$ cat src/design/l1_cache_pkg.sv
package l1_cache_pkg;

    // geometry of the one supported configuration
    localparam int WORD_SIZE    = 32;    // bits per data word
    localparam int CACHE_SIZE   = 1024;  // capacity in bytes
    localparam int BLOCK_SIZE   = 2;     // words per line
    localparam int ASSOC        = 2;     // ways per set

    // derived sizes
    localparam int N_SETS       = CACHE_SIZE / (BLOCK_SIZE * (WORD_SIZE / 8) * ASSOC);
    localparam int N_SET_BITS   = $clog2(N_SETS);        // 6
    localparam int N_BLOCK_BITS = $clog2(BLOCK_SIZE);    // 1
    localparam int N_TAG_BITS   = WORD_SIZE - N_SET_BITS - N_BLOCK_BITS - 2;  // 23

    typedef logic [WORD_SIZE-1:0] word_t;

    // byte address split into cache fields
    typedef struct packed {
        logic [N_TAG_BITS-1:0]   tag;
        logic [N_SET_BITS-1:0]   set;
        logic [N_BLOCK_BITS-1:0] word;      // word within the line
        logic [1:0]              byte_off;  // always ignored, full word access
    } addr_t;

    typedef logic [$clog2(ASSOC)-1:0] way_t;

    // processor side
    typedef struct packed {
        logic  ren;
        logic  wen;
        word_t addr;
        word_t wdata;
    } proc_req_t;

    typedef struct packed {
        logic  busy;   // low only while a hit is answered
        word_t rdata;
    } proc_resp_t;

    // memory side, one word per accepted beat
    typedef struct packed {
        logic  ren;
        logic  wen;
        word_t addr;
        word_t wdata;
    } mem_req_t;

    typedef struct packed {
        logic  busy;   // high stalls the current beat
        word_t rdata;
    } mem_resp_t;

    // controller states
    typedef enum logic [2:0] {
        IDLE,          // answer hits, pick miss or flush
        WB,            // write dirty victim back
        FETCH,         // fill victim frame from memory
        FLUSH_SWEEP,   // walk every set and way
        FLUSH_WB       // write one dirty frame back
    } cache_state_t;

endpackage
$ cat src/design/cache_ctrl.sv
`timescale 1ns/1ps

module cache_ctrl (
    input  logic                                  CLK,
    input  logic                                  nRST,
    input  l1_cache_pkg::proc_req_t               proc_req,
    input  l1_cache_pkg::mem_resp_t               mem_resp,
    input  logic                                  flush,
    input  logic                                  hit,
    input  l1_cache_pkg::way_t                    hit_way,
    input  l1_cache_pkg::way_t                    victim_way,
    input  logic                                  victim_dirty,
    input  logic [l1_cache_pkg::N_TAG_BITS-1:0]   victim_tag,
    input  logic                                  sweep_dirty,
    input  l1_cache_pkg::word_t                   rd_word,
    output l1_cache_pkg::proc_resp_t              proc_resp,
    output l1_cache_pkg::mem_req_t                mem_req,
    output logic                                  flush_done,
    output logic                                  tag_wr,
    output logic                                  tag_set_dirty,
    output logic                                  tag_clr_dirty,
    output logic                                  lru_touch,
    output l1_cache_pkg::way_t                    op_way,
    output logic [l1_cache_pkg::N_SET_BITS-1:0]   op_set,
    output logic                                  line_wr,
    output logic [l1_cache_pkg::N_BLOCK_BITS-1:0] line_word,
    output l1_cache_pkg::word_t                   line_wdata
);
    import l1_cache_pkg::*;

    cache_state_t          state, next_state;
    logic [N_BLOCK_BITS:0] word_cnt;    // counts up to BLOCK_SIZE
    logic [N_SET_BITS:0]   set_cnt;     // top bit marks end of sweep
    way_t                  way_cnt;
    addr_t                 req_addr;
    logic                  req;         // processor access pending
    logic                  word_done;   // closing cycle of a beat state
    logic                  set_done;
    logic                  beat;        // word accepted by memory

    assign req_addr  = proc_req.addr;
    assign req       = proc_req.ren | proc_req.wen;
    assign word_done = (word_cnt == BLOCK_SIZE);
    assign set_done  = (set_cnt == N_SETS);
    assign beat      = (mem_req.ren | mem_req.wen) & ~mem_resp.busy;

    always_comb begin
        next_state      = state;
        proc_resp.busy  = 1'b1;
        proc_resp.rdata = rd_word;
        mem_req.ren     = 1'b0;
        mem_req.wen     = 1'b0;
        mem_req.wdata   = rd_word;   // write-back data straight from the array
        mem_req.addr    = {victim_tag, req_addr.set, word_cnt[N_BLOCK_BITS-1:0], 2'b00};
        flush_done      = 1'b0;
        tag_wr          = 1'b0;
        tag_set_dirty   = 1'b0;
        tag_clr_dirty   = 1'b0;
        lru_touch       = 1'b0;
        line_wr         = 1'b0;
        op_way          = hit_way;
        op_set          = req_addr.set;
        line_word       = req_addr.word;
        line_wdata      = proc_req.wdata;

        case (state)
            IDLE: begin
                if (req && hit) begin  // answered this cycle
                    proc_resp.busy = 1'b0;
                    lru_touch      = 1'b1;
                    if (proc_req.wen) begin
                        line_wr       = 1'b1;
                        tag_set_dirty = 1'b1;
                    end
                end else if (req) begin
                    next_state = victim_dirty ? WB : FETCH;
                end else if (flush) begin  // only with no request waiting
                    next_state = FLUSH_SWEEP;
                end
            end
            WB: begin
                op_way    = victim_way;
                line_word = word_cnt[N_BLOCK_BITS-1:0];
                if (word_done) begin
                    tag_clr_dirty = 1'b1;
                    next_state    = FETCH;
                end else begin
                    mem_req.wen = 1'b1;
                end
            end
            FETCH: begin
                op_way       = victim_way;
                line_word    = word_cnt[N_BLOCK_BITS-1:0];
                line_wdata   = mem_resp.rdata;
                mem_req.addr = {req_addr.tag, req_addr.set, word_cnt[N_BLOCK_BITS-1:0], 2'b00};
                if (word_done) begin
                    tag_wr     = 1'b1;   // line complete, retry as a hit
                    next_state = IDLE;
                end else begin
                    mem_req.ren = 1'b1;
                    line_wr     = ~mem_resp.busy;
                end
            end
            FLUSH_SWEEP: begin
                op_way = way_cnt;
                op_set = set_cnt[N_SET_BITS-1:0];
                if (set_done) begin
                    flush_done = 1'b1;
                    next_state = IDLE;
                end else if (sweep_dirty) begin
                    next_state = FLUSH_WB;
                end
            end
            FLUSH_WB: begin
                op_way       = way_cnt;
                op_set       = set_cnt[N_SET_BITS-1:0];
                line_word    = word_cnt[N_BLOCK_BITS-1:0];
                mem_req.addr = {victim_tag, set_cnt[N_SET_BITS-1:0],
                                word_cnt[N_BLOCK_BITS-1:0], 2'b00};
                if (word_done) begin
                    tag_clr_dirty = 1'b1;   // sweep then moves past this frame
                    next_state    = FLUSH_SWEEP;
                end else begin
                    mem_req.wen = 1'b1;
                end
            end
            default: next_state = IDLE;
        endcase
    end

    always_ff @(posedge CLK or negedge nRST) begin
        if (!nRST) begin
            state    <= IDLE;
            word_cnt <= '0;
            set_cnt  <= '0;
            way_cnt  <= '0;
        end else begin
            state <= next_state;
            // stalls on memory busy, so the address holds too
            if (word_done)  word_cnt <= '0;
            else if (beat)  word_cnt <= word_cnt + 1'b1;
            if (state == IDLE) begin  // every flush starts at set 0, way 0
                set_cnt <= '0;
                way_cnt <= '0;
            end else if (state == FLUSH_SWEEP && !set_done && !sweep_dirty) begin
                way_cnt <= way_cnt + 1'b1;
                if (way_cnt == way_t'(ASSOC - 1)) set_cnt <= set_cnt + 1'b1;
            end
        end
    end

    a_no_rd_wr: assert property (@(posedge CLK) disable iff (!nRST)
        !(mem_req.ren && mem_req.wen)) else $error("cache_ctrl: ren and wen together");

    a_done_pulse: assert property (@(posedge CLK) disable iff (!nRST)
        flush_done |=> !flush_done) else $error("cache_ctrl: flush_done held");

endmodule

$ cat config.mk
export PLATFORM = sky130hd
export DESIGN_NAME = cache_ctrl
export DESIGN_NICKNAME = d
export VERILOG_FILES = /design/src/design/l1_cache_pkg.sv /design/src/design/cache_ctrl.sv
export SDC_FILE = /design/constraint.sdc
export NUM_CORES = 1
export LEC_CHECK = 0
export BUFFER_PORTS_ARGS = -buffer_cell sky130_fd_sc_hd__buf_2
export CORE_AREA = 3 3 117 119
export CTS_CLUSTER_SIZE = 8
export DETAILED_ROUTE_END_ITERATION = 6
export DIE_AREA = 0 0 120 122
export GPL_TIMING_DRIVEN = 0
export SYNTH_ARGS = -nofsm -noshare
export SYNTH_HDL_FRONTEND = slang
export SYNTH_SLANG_ARGS = --single-unit
$ cat constraint.sdc
create_clock -name CLK -period 4.4 [get_ports CLK]
set_input_delay 0.22 -clock CLK [delete_from_list [all_inputs] [get_ports CLK]]
set_output_delay 0.22 -clock CLK [all_outputs]
set_load 0.02 [all_outputs]
; Word-level counts from Yosys, hierarchy flattened
; Cells that the tools add are included.
; Widths: inputs -> output; s select.
[totals]
regBits = 13
inputBits = 162
out_inout_bits = 145
wordCells = 77
[classes]
addsub = 3
eq_ne = 12
n_mux = 39
bitwise = 4
n_reduce_logical = 15
[op_table]
columns = operator, count
row1 = $pmux 32 s2, 1
row2 = $mux 32, 1
row3 = $mux 3, 8
row4 = $mux 7, 3
row5 = $mux 1, 19
row6 = $pmux 3 s5, 1
row7 = $ne 2x2->1 const B, 4
row8 = $add 7x1->7 const B, 1
row9 = $eq 7x7->1 const B, 1
row10 = $eq 3x2->1 const B, 2
row11 = $mux 2, 3
row12 = $mux 6, 1
row13 = $ne 3x3->1 const B, 2
row14 = $reduce_and 6->1, 1
row15 = $reduce_bool 2->1, 3
row16 = $reduce_or 2->1, 3
row17 = $pmux 1 s2, 2
row18 = $eq 3x1->1 const B, 1
row19 = $eq 3x3->1 const B, 1
row20 = $logic_and 1x1->1, 3
row21 = $logic_not 3->1, 1
row22 = $reduce_or 3->1, 1
row23 = $add 2x1->2 const B, 1
row24 = $eq 2x2->1 const B, 1
row25 = other kinds (6), 8

; Depth between registers and ports, before layout
; Gate-level depths: netlist of run 1.
[depth]
depth_word = 7
ltp_mapped = 6
ltp_nobuf = 6

; Worst setup path after synthesis of run 1
; Ideal clock, no wire load.
[synth_timing]
path_type = reg-to-output
startpoint = register set_cnt[0]
endpoint = output flush_done
t_arrival_ps = 1580
required_time_ps = 4180
setup_slack_ps = 2600
path_stages_with_launch = 5
path_buffers = 0
cell_sequence = dfrtp_1 > inv_1 > ha_1 > or4b_4 > nor3_1
[synth_between]
elab_chain_len = 3
[synth_rtl]
columns = element, line
row1 = start: declaration, cache_ctrl.sv:33  ; logic [N_SET_BITS:0] set_cnt;
row2 = start signal: assignment, cache_ctrl.sv:147  ; if (way_cnt == way_t'(ASSOC - 1)) set_cnt <= set_cnt + 1'b1;
row3 = $eq 7x7->1, cache_ctrl.sv:44  ; assign set_done = (set_cnt == N_SETS);
row4 = $mux 1, cache_ctrl.sv:107  ; if (set_done) begin
row5 = $mux 1, cache_ctrl.sv:66  ; case (state)
row6 = end: declaration, cache_ctrl.sv:18  ; output logic flush_done,
; No other way between the ends.

; Worst setup path after layout of run 1
[layout_timing]
startpoint = register state[0]
endpoint = output line_wdata[10]
[layout_between]
elab_chain_len = 2
[layout_rtl]
columns = element, line
row1 = start: declaration, cache_ctrl.sv:31  ; cache_state_t state, next_state;
row2 = start signal: assignment, cache_ctrl.sv:138  ; state <= next_state;
row3 = $eq 3x2->1, cache_ctrl.sv:66
row4 = $mux 32, cache_ctrl.sv:66
row5 = end: declaration, cache_ctrl.sv:27  ; output l1_cache_pkg::word_t line_wdata
; No other way between the ends.

==> results of run 1 <==
-- cell families after synthesis --
kind of cell,synth area share [%]
buffers and inverters,26.2
muxes,36.3
and+or+nand+nor,11.3
AOI/OAI and AO/OA,8.20
DFF,14.4
xor gates and xnor gates,2.33
adders and majority gates,1.11
other,0.166
-- worst paths after layout --
kind,slack [ps],endpoint,startpoint,depth (start not counted)
worst max-delay path,1960,line_wdata[10],state[0],6
worst min-delay path,300,state[2],sweep_dirty,3
worst max register to register,2430,state[0],state[1],5
worst min register to register,580,set_cnt[6],set_cnt[6],3
max in group asynchronous,3760,state[2],nRST,2
min in group asynchronous,400,set_cnt[4],nRST,2
-- area by class of cell --
cell class	count	area (sq um)	share of cell area, %
multi-input combinational	151	1340	34.3
buffer	79	558	14.2
clock buffer	3	75.1	1.92
timing repair buffer	271	1360	34.7
tap	172	215	5.49
clock inverter	1	5.00	0.128
inverter	9	33.8	0.862
sequential	13	325	8.30
-- layer usage --
layer | up-vias | share of wire (%) | GRT usage, % | wire [um]
met3 | 9 | 9.6 | 3.57 | 1000
met4 | 4 | 0.42 | 1.50 | 44
met5 | - | 0.26 | 0 | 27
met1 | 1231 | 41 | 16.6 | 4290
li1 | 1352 | - | - | -
met2 | 133 | 49 | 20.2 | 5110
-- cell usage after synthesis, types with 3 or more instances --
cell type  count  share of area (%)
buf_4         67                 22
mux2_2        48                 24
mux2_1        23                 11
dfrtp_1       13                 14
nor2_1        11                1.8
inv_1          9                1.5
buf_2          8                1.8
and2_1         5                1.4
nand2_1        5               0.83
a21oi_1        4               0.89
and3_1         4                1.1
clkbuf_1       4               0.66
xor2_1         4                1.6
nand2b_1       3               0.83
nor3_1         3               0.66
o21ai_0        3               0.66
-- sequential cells by signal (all words and copies together) (netlist names) --
name and count:
set_cnt 7, state 3, way_cnt 1, word_cnt 2
-- power by group through the flow --
stage / clock (W) / combinational, W / sequential, W
after detailed placement: 0 / 0.00146 / 0.000170
after global placement: 0 / 0.00145 / 0.000169
after global routing: 0.000188 / 0.00155 / 0.000173
final: 0.000176 / 0.00145 / 0.000169
after CTS: 0.000179 / 0.00146 / 0.000168
after floorplan: 0 / 0.00101 / 0.000164
-- through the flow --
stage          total power (W)  hold WS [ps]  utilization, %  instances
2_1_floorplan          0.00117         -75.6               -        252
4_1_cts                0.00181           292            30.9        699
5_1_grt                0.00191           304            30.9        699
3_3_place_gp           0.00162           135            30.2        694
3_5_place_dp           0.00163           145            30.2        694
6_report               0.00179           296            30.9        699
-- tightest hold or removal path, delay by kind of cell --
family          cells  cell delay, ps
buf+inv             1             100
simple gates        1             110
compound gates      1              70
-- repair_timing --
item                                    in CTS  in global routing
endpoints found under the hold margin       13                  0
hold buffers                                 1                  0
endpoints found under the setup margin       0                  0
==> flow_summary.ini, run 1 <==
[status]
status = finished clean

[clock_tree]
numCtsBuffers = 3
cts_buffer_depth = 2
cts_root_buf = clkbuf_16
cts_resized = 0
path_clk_slew_ps = 50
htree_levels = 1
clock_latency_ps = 240
cts_num_sinks = 13
postCtsSetupBuffers = 0
cts_tree = built

[logic_synthesis]
ys_warn_count = 0
ys_ff_latch = 13
yosysSeqAreaShare_pct = 14.4
synthCells = 251
syn_area_per_cell_sq_um = 8.99
synth-edff-count = 0
syn_area_sq_mm = 0.00226
synthFlopType = dfrtp_1
synthArstFlopShare_pct = 100
synth_cell_types = 46

[final_layout]
nets = 692
syn2layout_area_growth_pct = 73.6
fin_area_sq_mm = 0.00392
drive_above_1_share_pct = 76.7
final_cell_mix = buf_2, buf_4, mux2_2, mux2_1, dfrtp_1
antenna_cells_inserted = 0
fillerInstances = 1384
layout_commonest_cell = buf_2

[pwr]
p_seq_share_pct = 9.4
p_sw_share_pct = 51.4
pwr-share-comb_pct = 80.8
p_int_w = 0.000871
pwr-share-clk_pct = 9.8
vdd_drop_max_v = 0.000189
power_density_mw_per_mm2 = 457
p_sw_w = 0.000921
p_leak_nw = 2.20

[route]
route.detailed.wl_per_inst_um = 15.0
postRouteAntennaNets = 0
drcViolationCount = 0
drt-total-wl_um = 10500
first_pass_iters = 4
vias = 2729
via_per_inst = 3.90
drt-initial-drc-count = 79

[run]
drv_cap = 0

[grt]
track_usage_pct = 12.3
grt_pass1_wl_um = 14300
grt_max_degree = 14
grt_antenna_before_repair = 2
grt_pass1_vias = 2436
grt-ovfl-total = 0

[placed_design]
gp_congestion = 0.777
post-dp-hpwl_um = 9420
io_buffer_count = 270
pre_cts_ws_ps = 2210
place_area_sq_mm = 0.00383

[timing]
clock_skew_ps = 0.825
min_period_ps = 2440
period_share_pct = 55.4
worst_pin_slew_ps = 770
rsz0062_at_grt = no
clock.fmax_mhz = 410
setup_tns_ps = 0
finalHoldViolCount = 0
fin_ws_ps = 1960
slew_headroom_pct = 48.4
setup_viol_count_final = 0
drv_slew = 0

[critical_path]
critical_path.top_delay_family = buffers and inverters
crit_arrival_ps = 2220
path_cells = nor2_1 -> and2_1 -> buf_2 -> buf_2 -> mux2_2 -> buf_2
cp-end-kind = output port
path_class = register to output port
crit_buf_inv = 3
slowest_delay_ps = 430
start_kind = register
required_ps = 4180
critPathMostFrequentCell = buf_2
critical_path.max_fanout = 10
slowest_stage = dfrtp_1

[hold_path]
hold_class = primary input to register

[floorplanning]
start_util_pct = 17.8
die_w_um = 120
dieHeight_um = 122
die_area_sq_mm = 0.0146
fp.coreArea_sq_mm = 0.0127
row_count = 41
ios = 307
(Power assumes the default switching activity.)
==> run 2: changes to the inputs <==
clock period = 2.4 ns   (was 4.4 ns; I/O delays follow)
==> run 2 against run 1 <==
Highest routed layer unchanged. Combinational power up 84%. Cell count unchanged. Clock skew about the same. Register-to-register slack worse by 2000 ps.
==> flow_summary.ini, run 2 (synthesis results as in run 1) <==
[clock_tree]
htree_levels = 1
cts_root_buf = clkbuf_16
postCtsSetupBuffers = 0
cts_num_sinks = 13
path_clk_slew_ps = 50
cts_buffer_depth = 2
numCtsBuffers = 3
cts_tree = built
clock_latency_ps = 240

[floorplanning]
row_count = 41
die_w_um = 120
start_util_pct = 17.8
dieHeight_um = 122
die_area_sq_mm = 0.0146
ios = 307
fp.coreArea_sq_mm = 0.0127

[timing]
rsz0062_at_grt = no
min_period_ps = 2250
fin_ws_ps = 149
clock.fmax_mhz = 444
setup_tns_ps = 0
worst_pin_slew_ps = 769
period_share_pct = 93.8
setup_viol_count_final = 0
finalHoldViolCount = 0
clock_skew_ps = 0.853
slew_headroom_pct = 48.5
drv_slew = 0
hold_ws_ps = 196

[pwr]
p_sw_share_pct = 51.2
p_leak_nw = 2.20
pwr-share-comb_pct = 80.8
vdd_drop_max_v = 0.000348
p_int_w = 0.00161
power_density_mw_per_mm2 = 841
pwr-share-clk_pct = 9.8
p_sw_w = 0.00169
p_seq_share_pct = 9.4

[critical_path]
critPathLaunch = state[0]
r2r_setup_slack_ps = 420
required_ps = 2280
path_class = register to output port
cp-end-kind = output port
crit_arrival_ps = 2130
crit_end = line_wdata[10]
reg2reg_to = state[0]
r2r_cells = 5
start_kind = register
critical_path.max_fanout = 10
r2r-start = state[1]

[placed_design]
gp_congestion = 0.777
pre_cts_ws_ps = 307
post-dp-hpwl_um = 9420
io_buffer_count = 270

[route]
first_pass_iters = 4
vias = 2734
drt-total-wl_um = 10500
drcViolationCount = 0
drt-initial-drc-count = 89
postRouteAntennaNets = 0
via_per_inst = 3.91
route.detailed.wl_per_inst_um = 15.0

[run]
drv_cap = 0

[grt]
grt_pass1_vias = 2436
grt_pass1_wl_um = 14300
grt_antenna_before_repair = 2
grt_max_degree = 14
grt-ovfl-total = 0
track_usage_pct = 12.3

[hold_path]
holdPathStages = 3
hold_class = primary input to register

[final_layout]
largest_reg_flops = 7
nets = 692
drive_above_1_share_pct = 76.9
syn2layout_area_growth_pct = 74.0
top_regs = set_cnt x7, state x3, word_cnt x2
largest-register = set_cnt
antenna_cells_inserted = 0
final_cell_mix = buf_2, buf_4, mux2_2, mux2_1, dfrtp_1
layout_commonest_cell = buf_2

[status]
status = finished clean
[run 2: how the worst min path moves through the flow]
stage,endpoint,slack (ps),startpoint
after floorplan,set_cnt[0],-180,nRST
after global placement,set_cnt[0],30,nRST
after CTS,state[2],190,sweep_dirty
final,state[2],200,sweep_dirty
after detailed placement,set_cnt[5],40,nRST
after global routing,state[2],200,sweep_dirty
[run 2: area by class of cell]
cell class	count	area, sq um
tap	172	215
fill	1383	8740
buffer	79	566
sequential	13	325
timing repair buffer	271	1360
clock buffer	3	75.1
multi-input combinational	151	1350
inverter	9	33.8
clock inverter	1	5.00
[run 2: power groups by stage]
stage	clock, W	sequential [W]	combinational, W
after floorplan	0	0.000300	0.00185
after global placement	0	0.000310	0.00267
after detailed placement	0	0.000312	0.00267
after CTS	0.000328	0.000309	0.00268
after global routing	0.000345	0.000319	0.00286
final	0.000323	0.000311	0.00267
[run 2: per-stage QoR]
stage / instances / utilization, % / total power [W] / instance area (sq um)
global route: 699 / 31.0 / 0.00352 / 3930
floorplan: 252 / - / 0.00215 / 2260
global placement: 694 / 30.2 / 0.00298 / 3830
detailed placement: 694 / 30.2 / 0.00298 / 3830
finish: 699 / 31.0 / 0.00330 / 3930
CTS: 699 / 30.9 / 0.00332 / 3920
[run 2: what timing repair did]
item	CTS	global route
hold endpoints to repair	13	0
hold buffers	1	0
gates resized for setup	0	4
endpoints found under the setup margin	0	44
[run 2: routing by layer]
layer  GRT usage (%)  up-vias  wire, um  part of all wire [%]
met5               0        -        27                  0.26
met4            1.50        4        44                  0.42
li1                -     1354         -                     -
met3            3.57        9      1020                   9.8
met2            20.2      130      5100                    49
met1            16.6     1237      4260                    41
[run 2: critical path, stage by stage (launching register included)]
cell and delay [ps]:
dfrtp_1 440, nor2_2 200, and2_1 140, buf_2 260, clkbuf_4 290, mux2_2 370
buf_2 190
